**config.mk**
```make
export PLATFORM = sky130hd
export DESIGN_NAME = rv_core
export DESIGN_NICKNAME = d
export VERILOG_FILES = /design/src/rtl/rv_isa_pkg.sv /design/src/rtl/rv_bus_pkg.sv /design/src/rtl/rv_gpr.sv /design/src/rtl/rv_alu.sv /design/src/rtl/rv_core.sv
export SDC_FILE = /design/constraint.sdc
export NUM_CORES = 2
export LEC_CHECK = 0
export ABC_AREA = 1
export BUFFER_PORTS_ARGS = -buffer_cell sky130_fd_sc_hd__buf_4
export CAP_MARGIN = 20
export CORE_MARGIN = 5
export CORE_UTILIZATION = 38
export CTS_CLUSTER_DIAMETER = 30
export DETAILED_ROUTE_END_ITERATION = 8
export GPL_TIMING_DRIVEN = 1
export PLACE_DENSITY = 0.58
export SYNTH_ARGS = -nofsm -noshare
export SYNTH_HDL_FRONTEND = slang
export SYNTH_SLANG_ARGS = --single-unit
export TNS_END_PERCENT = 1
```
**constraint.sdc**
```tcl
create_clock -name clk -period 51.3 [get_ports clk]
set_input_delay 7.695 -clock clk [delete_from_list [all_inputs] [get_ports clk]]
set_output_delay 7.695 -clock clk [all_outputs]
set_load 0.05 [all_outputs]
```
**src/rtl/rv_isa_pkg.sv**
```systemverilog
`default_nettype none

package rv_isa_pkg;

  // integer register width, RV32I
  localparam int unsigned xw = 32;
  // register index width, 32 GPRs
  localparam int unsigned rw = 5;

  // major opcodes, instruction bits [6:0]
  typedef enum logic [6:0] {
    OPC_LUI    = 7'b0110111,
    OPC_OP_IMM = 7'b0010011,
    OPC_OP     = 7'b0110011,
    OPC_BRANCH = 7'b1100011,
    OPC_JAL    = 7'b1101111,
    OPC_LOAD   = 7'b0000011,
    OPC_STORE  = 7'b0100011,
    // only EBREAK is decoded here
    OPC_SYSTEM = 7'b1110011
  } opc_t;

  // alu operation
  typedef enum logic [2:0] {
    ALU_ADD,
    ALU_SUB,
    ALU_AND,
    ALU_OR,
    ALU_XOR,
    ALU_SLT,
    // operand b straight through, for LUI
    ALU_PASS_B
  } alu_op_t;

  // write back source
  typedef enum logic [1:0] {
    WB_ALU,
    WB_MEM,
    // pc + 4, link for JAL
    WB_PCN,
    WB_NONE
  } wb_t;

endpackage

`default_nettype wire

```
**src/rtl/rv_bus_pkg.sv**
```systemverilog
`default_nettype none

package rv_bus_pkg;

  // word address width
  localparam int unsigned aw = 10;
  // data width, one full word per access
  localparam int unsigned dw = 32;

  // current owner of the memory port
  typedef enum logic [1:0] {
    GNT_NONE,
    GNT_HOST,
    GNT_DATA,
    GNT_FETCH
  } grant_t;

endpackage

`default_nettype wire

```
**src/rtl/rv_gpr.sv**
```systemverilog
`timescale 1ns/1ps
`default_nettype none

module rv_gpr (
  input  logic                         clk,
  input  logic                         rst,
  input  logic                         we,
  input  logic [rv_isa_pkg::rw-1:0]    a_rs1,
  input  logic [rv_isa_pkg::rw-1:0]    a_rs2,
  input  logic [rv_isa_pkg::rw-1:0]    a_rd,
  input  logic [rv_isa_pkg::xw-1:0]    d_rd,
  output logic [rv_isa_pkg::xw-1:0]    d_rs1,
  output logic [rv_isa_pkg::xw-1:0]    d_rs2
);

  import rv_isa_pkg::*;

  logic [xw-1:0] regs [0:2**rw-1];

  // write port, x0 never written
  always_ff @(posedge clk, posedge rst) begin
    if (rst) begin
      for (int i = 0; i < 2**rw; i++) begin
        regs[i] <= '0;
      end
    end else if (we && (a_rd != '0)) begin
      regs[a_rd] <= d_rd;
    end
  end

  // async read, x0 forced to zero
  assign d_rs1 = (a_rs1 == '0) ? '0 : regs[a_rs1];
  assign d_rs2 = (a_rs2 == '0) ? '0 : regs[a_rs2];

endmodule

`default_nettype wire

```
**src/rtl/rv_alu.sv**
```systemverilog
`timescale 1ns/1ps
`default_nettype none

module rv_alu (
  input  rv_isa_pkg::alu_op_t          op,
  input  logic [rv_isa_pkg::xw-1:0]    rs1,
  input  logic [rv_isa_pkg::xw-1:0]    rs2,
  output logic [rv_isa_pkg::xw-1:0]    rd,
  output logic [rv_isa_pkg::xw-1:0]    sum,
  output logic                         eq
);

  import rv_isa_pkg::*;

  logic          lt;

  // adder always live, used for load/store address
  assign sum = rs1 + rs2;

  // signed less than
  assign lt = $signed(rs1) < $signed(rs2);

  // operand compare for BEQ/BNE
  assign eq = (rs1 == rs2);

  always_comb begin
    case (op)
      ALU_ADD: begin
        rd = sum;
      end
      ALU_SUB: begin
        rd = rs1 - rs2;
      end
      ALU_AND: begin
        rd = rs1 & rs2;
      end
      ALU_OR: begin
        rd = rs1 | rs2;
      end
      ALU_XOR: begin
        rd = rs1 ^ rs2;
      end
      ALU_SLT: begin
        rd = {{(xw-1){1'b0}}, lt};
      end
      default: begin
        // pass b, LUI
        rd = rs2;
      end
    endcase
  end

endmodule

`default_nettype wire

```
**src/rtl/rv_core.sv**
```systemverilog
`timescale 1ns/1ps
`default_nettype none

module rv_core #(
  parameter logic [rv_isa_pkg::xw-1:0] PC0 = '0
) (
  input  logic                         clk,
  input  logic                         rst,
  input  logic                         run,
  // fetch master, read only
  output logic                         if_req,
  output logic [rv_bus_pkg::aw-1:0]    if_adr,
  input  logic [rv_bus_pkg::dw-1:0]    if_rdt,
  input  logic                         if_ack,
  // load/store master
  output logic                         ls_req,
  output logic                         ls_wen,
  output logic [rv_bus_pkg::aw-1:0]    ls_adr,
  output logic [rv_bus_pkg::dw-1:0]    ls_wdt,
  input  logic [rv_bus_pkg::dw-1:0]    ls_rdt,
  input  logic                         ls_ack,
  output logic                         halt
);

  import rv_isa_pkg::*;
  import rv_bus_pkg::*;

  typedef enum logic [1:0] {ST_FETCH, ST_EXEC, ST_MEM, ST_HALT} st_t;

  st_t           state;
  logic [xw-1:0] pc;
  // latched instruction
  logic [xw-1:0] ir;
  // decoded fields
  opc_t          opc;
  logic [xw-1:0] imm;
  logic          sel_imm;
  alu_op_t       alu_op;
  wb_t           wb;
  logic          is_br;
  logic          br_ne;
  logic          is_jal;
  // datapath
  logic [xw-1:0] gpr_rs1;
  logic [xw-1:0] gpr_rs2;
  logic [xw-1:0] gpr_rd;
  logic          gpr_we;
  logic [xw-1:0] alu_rd;
  logic [xw-1:0] alu_sum;
  logic          alu_eq;
  logic [xw-1:0] pc_inc;
  logic [xw-1:0] pc_tgt;
  logic          br_tkn;

  // funct3 to alu op, sub only for OP with bit 30
  function automatic alu_op_t f3_op(input logic [2:0] f3, input logic sub);
    case (f3)
      3'b010:  return ALU_SLT;
      3'b100:  return ALU_XOR;
      3'b110:  return ALU_OR;
      3'b111:  return ALU_AND;
      default: return sub ? ALU_SUB : ALU_ADD;
    endcase
  endfunction

  ////////////////////
  // decode
  ////////////////////

  assign opc = opc_t'(ir[6:0]);

  always_comb begin
    // defaults match loads, I-type immediate
    imm     = {{20{ir[31]}}, ir[31:20]};
    sel_imm = 1'b1;
    alu_op  = ALU_ADD;
    wb      = WB_NONE;
    is_br   = 1'b0;
    br_ne   = 1'b0;
    is_jal  = 1'b0;
    case (opc)
      OPC_LUI: begin
        imm    = {ir[31:12], 12'b0};
        alu_op = ALU_PASS_B;
        wb     = WB_ALU;
      end
      OPC_OP_IMM: begin
        alu_op = f3_op(ir[14:12], 1'b0);
        wb     = WB_ALU;
      end
      OPC_OP: begin
        sel_imm = 1'b0;
        alu_op  = f3_op(ir[14:12], ir[30]);
        wb      = WB_ALU;
      end
      OPC_BRANCH: begin
        // alu compares rs1/rs2, target from pc adder
        imm     = {{19{ir[31]}}, ir[31], ir[7], ir[30:25], ir[11:8], 1'b0};
        sel_imm = 1'b0;
        is_br   = 1'b1;
        br_ne   = ir[12];
      end
      OPC_JAL: begin
        imm    = {{11{ir[31]}}, ir[31], ir[19:12], ir[20], ir[30:21], 1'b0};
        is_jal = 1'b1;
        wb     = WB_PCN;
      end
      OPC_LOAD: begin
        wb = WB_MEM;
      end
      OPC_STORE: begin
        imm = {{20{ir[31]}}, ir[31:25], ir[11:7]};
      end
      default: begin
        // SYSTEM halts in the fsm, rest is a nop
        wb = WB_NONE;
      end
    endcase
  end

  ////////////////////
  // datapath
  ////////////////////

  // write back mux
  always_comb begin
    case (wb)
      WB_MEM:  gpr_rd = ls_rdt;
      WB_PCN:  gpr_rd = pc_inc;
      default: gpr_rd = alu_rd;
    endcase
  end

  // alu results in EXEC, load data on ack
  assign gpr_we = ((state == ST_EXEC) && ((wb == WB_ALU) || (wb == WB_PCN)))
               || ((state == ST_MEM) && ls_ack && (wb == WB_MEM));

  rv_gpr i_rv_gpr (
    .clk   (clk),
    .rst   (rst),
    .we    (gpr_we),
    .a_rs1 (ir[19:15]),
    .a_rs2 (ir[24:20]),
    .a_rd  (ir[11:7]),
    .d_rd  (gpr_rd),
    .d_rs1 (gpr_rs1),
    .d_rs2 (gpr_rs2)
  );

  rv_alu i_rv_alu (
    .op  (alu_op),
    .rs1 (gpr_rs1),
    .rs2 (sel_imm ? imm : gpr_rs2),
    .rd  (alu_rd),
    .sum (alu_sum),
    .eq  (alu_eq)
  );

  // next pc candidates
  assign pc_inc = pc + xw'(4);
  assign pc_tgt = pc + imm;
  assign br_tkn = is_br && (alu_eq ^ br_ne);

  ////////////////////
  // sequencing
  ////////////////////

  always_ff @(posedge clk, posedge rst) begin
    if (rst) begin
      state <= ST_FETCH;
      pc    <= PC0;
    end else begin
      case (state)
        ST_FETCH: begin
          if (if_ack) begin
            state <= ST_EXEC;
          end
        end
        ST_EXEC: begin
          if (opc == OPC_SYSTEM) begin
            state <= ST_HALT;
          end else begin
            pc    <= (is_jal || br_tkn) ? pc_tgt : pc_inc;
            state <= ((opc == OPC_LOAD) || (opc == OPC_STORE)) ? ST_MEM : ST_FETCH;
          end
        end
        ST_MEM: begin
          if (ls_ack) begin
            state <= ST_FETCH;
          end
        end
        default: begin
          // stuck until reset
          state <= ST_HALT;
        end
      endcase
    end
  end

  // instruction latch
  always_ff @(posedge clk) begin
    if ((state == ST_FETCH) && if_ack) begin
      ir <= if_rdt;
    end
  end

  // bus side, byte address to word address
  assign if_req = (state == ST_FETCH) && run;
  assign if_adr = pc[aw+1:2];
  assign ls_req = (state == ST_MEM);
  assign ls_wen = (opc == OPC_STORE);
  assign ls_adr = alu_sum[aw+1:2];
  assign ls_wdt = gpr_rs2;
  assign halt   = (state == ST_HALT);

endmodule

`default_nettype wire

```
==> flow_summary.toml <==
[status]
run_status = "finished, violations left"
failed_checks = "design-rule violations"

[route]
via_per_inst = 5.96
drt-wirelength-per-cell_um = 26.4
drcViolationCount = 5
drtIter0Drc = 9900
vias = 76700
firstDrtPassIters = 9
postRouteAntennaNets = 0
detail_route.wirelength_um = 339000

[timing]
fin_ws_ns = 35.50
grt_setup_unrepaired = "no"
timing_hold_violations_final = 0
clock.fmax_mhz = 63.3
fin_crit_ns = 15.80
final.period_utilization_pct = 30.8
holdWs_ns = 0.397
finalMaxSlewViolations = 0
setup_tns_ns = 0
worstMarginPinSlew_ns = 1.24
max-slew-margin-rel_pct = 16.7
finalSetupViolCount = 0
fin_worst_skew_ns = 0.0678

[clocking]
numCtsBuffers = 313
clk_pin_slew_ns = 0.04
clk-insertion-delay-late_ns = 0.94
clock-sinks = 1090
cts_setup_buffers = 0
h-tree-depth = 5
root_buffer = "clkbuf_16"
clockBufferDepth = 4
cts_tree = "yes"
ctsHoldBuffers = 0
cts-resized-gates = 0

[synthesis]
synthCells = 10400
synth_area_leaders = "dfrtp_1 (38%), nand2_1 (20%), o21ai_0 (8.5%)"
yosysMostFrequentCell = "nand2_1"
synth_enable_flop_cells = 32
ys_async_sr_fraction_pct = 97.1
synth_largest_area_cell = "dfrtp_1"
synth.top_cells.by_count = "nand2_1 (3656), o21ai_0 (1187), nor2_1 (1162)"
synth_cell_types = 53
postSynthAreaPerCell_um2 = 6.75
ys_ff_latch = 1090
ys_seq_area_share_pct = 39.2
synth_fp_nets = 10600
ys_warn_count = 0
syn_area_um2 = 69900
synth_flop_cell = "dfrtp_1"
yosysTopAreaCellShare_pct = 37.9

[floorplanning]
initial_core_util_pct = 38.2
ioPinCount = 125
core-area_um2 = 183000
dieArea_um2 = 193000
die_w_um = 439
fp-row-count = 157
dieHeight_um = 439

[place]
dpl_worst_slack_ns = 35.51
dpl_cell_area_um2 = 72000
placedCellCount = 12300
dp_hpwl_um = 204000
port_buffers = 124
place.gp.congestion = 1.02

[run]
max_cap_viol_count = 0

[power]
total_power_mw = 2.90
leakage_nw = 41.3
vdd_ir_drop_max_mv = 0.0401
power_density_nw_per_um2 = 35.0

[critical_path]
cp.required_ns = 43.60
cp-end-kind = "primary output"
worstSetupPathType = "input port to primary output"
cp_max_fo = 1
cp.arrival_ns = 8.10
critPathLaunchType = "input port"

[grt]
grtUsageTotal_pct = 34.0
grt_pass1_wl_um = 491000
grt_overflow = 0
grt_max_degree = 179
antenna_found_initial = 7
grt_pass1_vias = 73000

[final_layout]
drive_above_1_share_pct = 9.16
area_growth_syn_to_layout_pct = 18.6
final_area_um2 = 82900
final_util_pct = 45.3
nNetsFinal = 10400
fillers = 18200
layoutNonFillerInstCount = 12900

[worst_hold_path]
hp-class = "register to register"
[per-layer routing]
layer  wire length, um  GRT usage [%]  up-vias
met3             42100           10.4     1320
met1            129000           42.7    36300
met5                39              0        -
met4             24800           21.4        6
li1                  -              -    33800
met2            144000           50.7     5270
[power by group]
part           leakage (nW)  internal (mW)  total, mW  switching, mW
sequential             15.0          0.866      0.866              0
combinational          21.1        0.00430     0.0233         0.0190
clock                  5.24           1.41       2.01          0.597
total                  41.3           2.29       2.90          0.616
[critical path, cell delays in order]
cell    delay [ns]
buf_4         0.07
inv_1         0.03
nor2_1        0.09
buf_4         0.21
[cell families after synthesis]
logic type               after synthesis  synth area share, %
AND/OR/NAND/NOR                     5757                 32.9
AO/OA/AOI/OAI                       1975                 16.7
buffers and inverters               1343                 8.02
flip-flops                          1090                 39.2
adder cells (fa/ha/maj)              139                 2.52
XOR/XNOR                              50                0.626
[cells in the final DEF (no fill, tap or decap), drive strengths merged, types with 5 or more instances in the layout]
cell      synthesis  final
nand2          3664   3664
o21ai          1238   1238
nor2           1183   1183
dfrtp          1058   1058
nand3           781    781
inv             488    516
clkbuf          458    398
o221ai          351    351
buf             376    323
a21oi           177    177
ha              136    136
o22ai           100    100
clkinv           21     70
nand4            62     62
o211ai           57     57
bufinv            0     45
xor2             38     38
nor3             38     38
clkinvlp          0     35
edfxtp           32     32
xnor2            12     12
o21bai           11     11
a31oi             9      9
nand3b            8      8
a32o              8      8
a221o             7      7
or2               7      7
and2              6      6
o31ai             5      5
[state kept, by name, summed over array words and instances (netlist names)]
signal	cells
pc	32
i_rv_gpr.regs	1024
state	2
ir	32
[path summary, 6_finish.rpt]
path                                startpoint                   to  slack (ns)  cells after the start
max                                        run               if_req       35.50                      4
min                        i_rv_gpr.regs[1020]  i_rv_gpr.regs[1020]        0.40                      0
max reg2reg                             ir[15]               pc[27]       42.51                     23
min reg2reg                i_rv_gpr.regs[1020]  i_rv_gpr.regs[1020]        0.40                      0
max in group asynchronous                  rst   i_rv_gpr.regs[190]       39.75                      7
min in group asynchronous                  rst               pc[21]        6.89                      2
[final cells by class]
cell class / count / area (um2) / area share [%]
Antenna cell: 1 / 2.50 / 0.00302
Sequential cell: 1090 / 27400 / 33.1
Multi-Input combinational cell: 7921 / 37000 / 44.6
Timing Repair Buffer: 323 / 2620 / 3.16
Clock buffer: 398 / 8720 / 10.5
Clock inverter: 157 / 2110 / 2.54
Tap cell: 2464 / 3080 / 3.72
Inverter: 509 / 1960 / 2.37
Note: power is estimated with default switching activity, not from simulation.
