## src/rtl/rv_bus_pkg.sv

```systemverilog
`default_nettype none

package rv_bus_pkg;

  // word address width
  localparam int unsigned aw = 10;
  // data width, one full word per access
  localparam int unsigned dw = 32;

  // current owner of the memory port
  typedef enum logic [1:0] {
    GNT_NONE,
    GNT_HOST,
    GNT_DATA,
    GNT_FETCH
  } grant_t;

endpackage

`default_nettype wire

```

## src/rtl/rv_mem_arbiter.sv

```systemverilog
`timescale 1ns/1ps
`default_nettype none

module rv_mem_arbiter #(
  parameter int unsigned AW = rv_bus_pkg::aw
) (
  input  logic                         clk,
  input  logic                         rst,
  // host master
  input  logic                         hst_req,
  input  logic                         hst_wen,
  input  logic [rv_bus_pkg::aw-1:0]    hst_adr,
  input  logic [rv_bus_pkg::dw-1:0]    hst_wdt,
  output logic [rv_bus_pkg::dw-1:0]    hst_rdt,
  output logic                         hst_ack,
  // load/store master
  input  logic                         ls_req,
  input  logic                         ls_wen,
  input  logic [rv_bus_pkg::aw-1:0]    ls_adr,
  input  logic [rv_bus_pkg::dw-1:0]    ls_wdt,
  output logic [rv_bus_pkg::dw-1:0]    ls_rdt,
  output logic                         ls_ack,
  // fetch master, no writes
  input  logic                         if_req,
  input  logic [rv_bus_pkg::aw-1:0]    if_adr,
  output logic [rv_bus_pkg::dw-1:0]    if_rdt,
  output logic                         if_ack,
  // memory port
  output logic                         mem_en,
  output logic                         mem_wen,
  output logic [AW-1:0]                mem_adr,
  output logic [rv_bus_pkg::dw-1:0]    mem_wdt,
  input  logic [rv_bus_pkg::dw-1:0]    mem_rdt
);

  import rv_bus_pkg::*;

  grant_t owner;
  grant_t winner;
  // access issued, data due this cycle
  logic   pending;
  logic   sel_wen;

  ////////////////////
  // grant
  ////////////////////

  // fixed priority, host first
  assign winner = hst_req ? GNT_HOST :
                  ls_req  ? GNT_DATA :
                  if_req  ? GNT_FETCH : GNT_NONE;

  // idle -> grant -> pending -> idle
  always_ff @(posedge clk, posedge rst) begin
    if (rst) begin
      owner   <= GNT_NONE;
      pending <= 1'b0;
    end else if (pending) begin
      owner   <= GNT_NONE;
      pending <= 1'b0;
    end else if (owner != GNT_NONE) begin
      pending <= 1'b1;
    end else begin
      owner <= winner;
    end
  end

  ////////////////////
  // memory side mux
  ////////////////////

  always_comb begin
    case (owner)
      GNT_HOST: begin
        sel_wen = hst_wen;
        mem_adr = hst_adr[AW-1:0];
        mem_wdt = hst_wdt;
      end
      GNT_DATA: begin
        sel_wen = ls_wen;
        mem_adr = ls_adr[AW-1:0];
        mem_wdt = ls_wdt;
      end
      GNT_FETCH: begin
        sel_wen = 1'b0;
        mem_adr = if_adr[AW-1:0];
        mem_wdt = '0;
      end
      default: begin
        sel_wen = 1'b0;
        mem_adr = '0;
        mem_wdt = '0;
      end
    endcase
  end

  // one access cycle per grant
  assign mem_en  = (owner != GNT_NONE) && !pending;
  assign mem_wen = mem_en && sel_wen;

  // ack pulse and read data back to the owner only
  assign hst_ack = pending && (owner == GNT_HOST);
  assign ls_ack  = pending && (owner == GNT_DATA);
  assign if_ack  = pending && (owner == GNT_FETCH);
  assign hst_rdt = hst_ack ? mem_rdt : '0;
  assign ls_rdt  = ls_ack ? mem_rdt : '0;
  assign if_rdt  = if_ack ? mem_rdt : '0;

endmodule

`default_nettype wire

```

## config.mk

```make
export PLATFORM = sky130hd
export DESIGN_NAME = rv_mem_arbiter
export DESIGN_NICKNAME = d
export VERILOG_FILES = /design/src/rtl/rv_bus_pkg.sv /design/src/rtl/rv_mem_arbiter.sv
export SDC_FILE = /design/constraint.sdc
export NUM_CORES = 1
export LEC_CHECK = 0
export ABC_CLOCK_PERIOD_IN_PS = 2100
export BUFFER_PORTS_ARGS = -buffer_cell sky130_fd_sc_hd__buf_4
export CAP_MARGIN = 10
export CELL_PAD_IN_SITES_DETAIL_PLACEMENT = 1
export CELL_PAD_IN_SITES_GLOBAL_PLACEMENT = 1
export CORE_AREA = 2 2 106 108
export CTS_BUF_LIST = sky130_fd_sc_hd__clkbuf_4 sky130_fd_sc_hd__clkbuf_8
export DETAILED_ROUTE_END_ITERATION = 7
export DIE_AREA = 0 0 108 110
export GPL_TIMING_DRIVEN = 1
export PLACE_DENSITY_LB_ADDON = 0.1
export SLEW_MARGIN = 20
export SYNTH_ARGS = -nofsm -noshare
export SYNTH_HDL_FRONTEND = slang
export SYNTH_SLANG_ARGS = --single-unit
```

## constraint.sdc

```tcl
create_clock -name clk -period 2.1 [get_ports clk]
set_input_delay 0.315 -clock clk [delete_from_list [all_inputs] [get_ports clk]]
set_output_delay 0.315 -clock clk [all_outputs]
set_load 0.02 [all_outputs]
```

==> run summary, run 1 <==
=================================================================================
Fraction of synthesis flops using an asynchronous set or reset pin           1.00
Maximum fanout encountered on the critical timing path                         31
Total power divided by cell area                                      1090 nW/µm²
Number of post-CTS setup repair buffers                                         0
Die outline width                                                          108 µm
H-tree depth                                                                    1
Top_reg_cell synth                                                        dfrtp_1
Number of stages on the worst hold path                                         3
Wire length of the first global-routing pass                            15,400 µm
Fin crit period                                                           2.02 ns
Number of vias per cell                                                      4.57
RSZ-0062 raised after global routing                                         true
Min Hold Slack                                                           0.465 ns
Share of the synthesized area in the top cell type                          0.384
Number of ports placed on the die boundary                                    276
Core region area                                                       10,700 µm²
Total nets after synthesis                                                    378
Area growth syn-to-layout                                                    145%
Routed wire length                                                      11,100 µm
Sequential cell area fraction in the yosys report                          0.0480
Worst relative slew slack                                                   0.686
Yosys warnings                                                                  0
Clock-pin slew on the worst setup and hold paths                          0.03 ns
Number of endpoints failing setup at the final stage                            0
Via count of the first global-routing pass                                  2,798
Dominant cell type by area after synthesis                                 and3_1
Global placer's final weighted congestion                                   0.751
Number of DRC markers in iteration 0                                          147
Buffer depth of the longest clock path                                          2
Final-report hold violation count                                               0
Ordered list of cells on the worst path                              inv_1 -> ha_2 -> buf_4 -> a222oi_1 -> nor2_1 -> buf_4
Total clock buffers created by CTS                                              3
Worst path most repeated cell                                               buf_4
Final Non-Filler Cells                                                        635
Count of antenna diodes in the layout                                           0
Net total in the final layout                                                 634
Worst-Margin Slew                                                        0.472 ns
CP endpoint kind                                                     primary output
Detail-routed net length per standard cell                                17.5 µm
Most congested layer reported by global routing                              met2
Post-Syn Instances                                                            240
Register-to-register setup slack                                          0.83 ns
Cell depth of the worst flop-to-flop path                                       4
Class of the most critical hold timing path                          input pin to register
Met2 usage in global routing                                                0.345
Cell with the biggest individual delay on the critical path               dfrtp_1
Worst reg2reg endpoint                                                   owner[1]
Top cell family by delay on the critical path                        buffers and inverters
Routed via count                                                            2,904
Number of antenna-violating nets in the routed design                           0
Initial antenna violation count                                                 0
DRC violations left                                                             0
Origin of the critical flop-to-flop path                                 owner[1]
Initial core utilization                                                    0.146
Inst Count DP                                                                 630
Setup crit start kind                                                    register
Peak supply drop                                                           411 µV
Total of flip-flops plus latches after synthesis                                3
Maximum clock frequency                                                   496 MHz
Syn Std Cell Area                                                        1560 µm²
Leakage                                                                   2.33 nW
First-pass detailed-route iteration total                                       5
Power, Total                                                              4.19 mW
Cell types occupying the most area after synthesis                   and3_1 38%, a22oi_1 16%, nor2b_1 13%
Slowest stage delay, CP                                                   0.36 ns
Overall overflow remaining after global route                                   0
Overall track demand over capacity in global routing                        0.163
Port Buffer Count                                                             275
Routing usage on met1                                                       0.170
Clock tree from TritonCTS                                                   built
Critical Path AT                                                          1.70 ns
WHS Endpoint                                                             owner[0]
Vertical extent of the die                                                 110 µm
Result of the run                                                    finished clean
Routing usage on met3                                                      0.0276
Most numerous cell in the Yosys netlist                                    and3_1
Post-synth cell types                                                          20
TritonCTS sink count                                                            3
CTS root buffer                                                          clkbuf_8
Most frequent cells after synthesis                                  96 x and3_1, 33 x a22oi_1, 32 x nor2b_1
Buf/Inv on CP                                                                   3
Clk_lat worst skew                                                        0.21 ns
Max capacitance violation total                                                 0
Count of flip-flops with a built-in enable after synthesis                      0
Row count                                                                      38
Type of the worst setup path                                         register to primary output
Half-perimeter wire length after placement                                8680 µm
Final cycle utilization of the critical path                                0.961
Syn_area_per_cell                                                        6.52 µm²
Final number of max-transition violations                                       0
Required time worst endpoint                                              1.78 ns
Maximum clock skew at final layout                                     0.00130 ns
Maximum number of pins on one net before global-route repair                   54
Launch point of the worst hold path                                       hst_req
Overall die area                                                       11,900 µm²
Fraction of layout instances using a drive strength above 1                 0.594
=================================================================================
## power breakdown
group / switching (mW) / total [mW] / internal (mW)
sequential: 0.0843 / 0.172 / 0.0881
combinational: 2.20 / 3.84 / 1.64
clock: 0.0364 / 0.179 / 0.142
## final cells by class
class | instances | area (µm²)
Clock buffer | 4 | 48.8
Fill cell | 1400 | 6870
Inverter | 4 | 15.0
Multi-Input combinational cell | 198 | 1320
Sequential cell | 3 | 76.3
Tap cell | 140 | 175
Timing Repair Buffer | 286 | 2190
## through the flow
stage	TNS [ns]	util	instance area [µm²]	setup slack [ns]
floorplan	0	-	1560	0.366
global placement	0	0.352	3770	0.365
detailed placement	0	0.352	3770	0.279
CTS	0	0.358	3820	0.0466
global route	-0.0395	0.358	3820	-0.0210
finish	0	0.358	3820	0.0826
## layout by cell type, fill, tap and decap left out, drive strengths merged, types with 3 or more instances in the layout
master	synthesis	final
nor2b	32	32
ha	5	5
and3	96	96
and2	3	3
inv	4	4
clkbuf	22	4
dfrtp	3	3
a222oi	10	10
buf	13	285
a22oi	33	33
nor2	14	14
## worst max-delay path by stage
stage / start / to / cells past startpoint
after global routing: owner[0] / mem_adr[1] / 6
after global placement: owner[0] / mem_adr[1] / 6
after detailed placement: owner[0] / mem_adr[1] / 6
after CTS: owner[0] / mem_adr[1] / 6
after floorplan: owner[0] / mem_wen / 5
final: owner[1] / mem_adr[1] / 6
## tightest hold or removal path: cells and delay by family
kind                   cells  cell delay [ns]
buffers and inverters      1             0.11
AO/OA/AOI/OAI              2             0.20
## state kept, by name, indices dropped and copies added (netlist names)
signal	cells
owner	2
pending	1
## what timing repair did
action | in CTS | in global routing
hold buffers | 1 | 0
hold endpoints to repair | 3 | 0
resized for setup | 0 | 1
endpoints found under the setup margin | 0 | 11
## metal layers
layer | share of wire | up-vias
li1 | - | 1400
met1 | 0.36 | 1384
met2 | 0.57 | 114
met3 | 0.067 | 6
met4 | 0.0050 | 0
met5 | 0 | -
## cells by family after synthesis
family          after synthesis  synth area share
buf+inv                      39             0.110
flops                         3            0.0480
compound gates               46             0.235
mux                           1           0.00720
simple gates                146             0.560
fa+ha+maj                     5            0.0400
(Power assumes the default switching activity.)
==> inputs of run 2 (changes only) <==
- CELL_PAD_IN_SITES_GLOBAL_PLACEMENT: 1 -> 2
- CORE_AREA: 2 2 106 108 -> default
- CORE_MARGIN: default -> 1
- CORE_UTILIZATION: default -> 10
- DIE_AREA: 0 0 108 110 -> default
==> run summary, run 2 (same netlist as run 1, synthesis figures left out) <==
===========================================================================
Most common cell after layout, fill and taps aside                    buf_4
Result of the run                                              finished clean
Final-report hold violation count                                         0
Number of antenna-violating nets in the routed design                     0
CTS root buffer                                                    clkbuf_8
Routed wire length                                                11,700 µm
Row count                                                                45
Detail-routed net length per standard cell                          16.4 µm
Highest-count cells in the layout ignoring fill and taps       276 x buf_4, 96 x and3_1, 33 x a22oi_1, 32 x nor2b_1, 14 x nor2_1
CP Depth                                                                  7
Overall die area                                                 16,100 µm²
Total power divided by cell area                                1140 nW/µm²
Filler cell count in the final layout                                 1,888
CP endpoint kind                                               primary output
Maximum clock frequency                                             501 MHz
Number of ports placed on the die boundary                              276
Initial antenna violation count                                           0
Clock-pin slew on the worst setup and hold paths                    0.03 ns
Final Non-Filler Cells                                                  709
Max capacitance violation total                                           0
Routing usage on met1                                                 0.138
Class of the most critical hold timing path                    input pin to register
Setup crit start kind                                              register
Net total in the final layout                                           637
TritonCTS sink count                                                      3
Register-to-register setup slack                                    0.81 ns
Routed via count                                                      2,881
Buffer depth of the longest clock path                                    2
Via count of the first global-routing pass                            2,807
Leakage                                                             2.38 nW
Worst relative slew slack                                             0.645
Wire length of the first global-routing pass                      16,200 µm
Final number of max-transition violations                                 0
Area growth syn-to-layout                                              160%
Number of flip-flops under the largest register name                      2
Port Buffer Count                                                       275
Peak supply drop                                                     668 µV
Sum of negative setup slack                                            0 ns
Ordered list of cells on the worst path                        buf_6 -> ha_4 -> buf_4 -> clkbuf_16 -> a22oi_1 -> nor2b_1 -> buf_4
Top cell family by delay on the critical path                  buffers and inverters
Most congested layer reported by global routing                        met2
Overall track demand over capacity in global routing                  0.126
Final cycle utilization of the critical path                          0.951
Fraction of layout instances using a drive strength above 1           0.602
DRC violations left                                                       0
Worst path most repeated cell                                         buf_4
First-pass detailed-route iteration total                                 6
Half-perimeter wire length after placement                          8520 µm
Clock tree from TritonCTS                                             built
Global placer's final weighted congestion                             0.698
Cell with the biggest individual delay on the critical path         dfrtp_1
Vertical extent of the die                                           127 µm
Fin crit period                                                     2.00 ns
Core region area                                                 15,300 µm²
Inst Count DP                                                           699
H-tree depth                                                              1
Required time worst endpoint                                        1.78 ns
Overall overflow remaining after global route                             0
Type of the worst setup path                                   register to primary output
Critical Path AT                                                    1.68 ns
Worst-Margin Slew                                                  0.532 ns
Buf/Inv on CP                                                             4
Number of DRC markers in iteration 0                                    129
Slowest stage delay, CP                                             0.40 ns
Clk_lat worst skew                                                  0.22 ns
Maximum number of pins on one net before global-route repair            102
Met2 usage in global routing                                          0.262
Maximum clock skew at final layout                               0.00148 ns
Register with the most flip-flops                                     owner
Number of vias per cell                                                4.06
Number of endpoints failing setup at the final stage                      0
Cell depth of the worst flop-to-flop path                                 4
Final std cell area, no fill                                       4070 µm²
Largest regs                                                   owner: 2 flops, pending: 1 flops
Initial core utilization                                              0.103
Routing usage on met3                                                0.0209
Total clock buffers created by CTS                                        3
Number of stages on the worst hold path                                   4
Count of antenna diodes in the layout                                     0
Maximum fanout encountered on the critical timing path                   20
Placement-stage cell area                                          3880 µm²
Die outline width                                                    127 µm
===========================================================================
-- run 2: final timing paths --
path,startpoint,to
max,owner[0],mem_wdt[13]
min,hst_req,owner[1]
max reg2reg,owner[1],owner[1]
min reg2reg,pending,pending
max in group asynchronous,rst,owner[1]
min in group asynchronous,rst,owner[0]
-- run 2: final cells by class --
type / count / area, µm² / share of cell area
timing repair buffer: 289 / 2320 / 0.570
multi-input combinational: 198 / 1350 / 0.330
tap: 211 / 264 / 0.0649
sequential: 3 / 77.6 / 0.0191
inverter: 4 / 15.0 / 0.00369
clock buffer: 4 / 48.8 / 0.0120
-- run 2: per-stage QoR --
stage	total power [mW]	hold slack (ns)	util	setup WS [ns]
final	4.64	0.493	0.267	0.103
after global placement	4.18	0.200	0.254	0.281
after floorplan	2.42	0.0686	-	0.366
after detailed placement	4.20	0.205	0.254	0.233
after CTS	4.40	0.498	0.258	0.00967
after global routing	4.98	0.520	0.267	-0.00105
-- run 2: power by group --
group,switching (mW),total (mW),internal [mW]
clock,0.0419,0.185,0.143
sequential,0.0379,0.129,0.0909
combinational,2.40,4.33,1.93
total,2.48,4.64,2.16
-- run 2: layer usage --
layer,vias to the layer above,share of wire
li1,1411,-
met1,1361,0.38
met2,109,0.57
met3,0,0.058
met4,0,0
met5,-,0
-- run 2: worst register-to-register path: cells and delay by family, from the launching register on --
family	cells	cell delay [ns]
adder cells (fa/ha/maj)	1	0.23
multiplexers	1	0.35
AND/OR/NAND/NOR	1	0.08
flip-flops	1	0.44
buffers and inverters	1	0.12
-- run 2: repair_timing --
action	4_1_cts	5_1_grt
setup endpoints to repair	1	70
hold buffers	1	0
gates resized for setup	0	11
endpoints found under the hold margin	3	0
buffers inserted	0	2
pin swaps	1	5
cloned	0	3
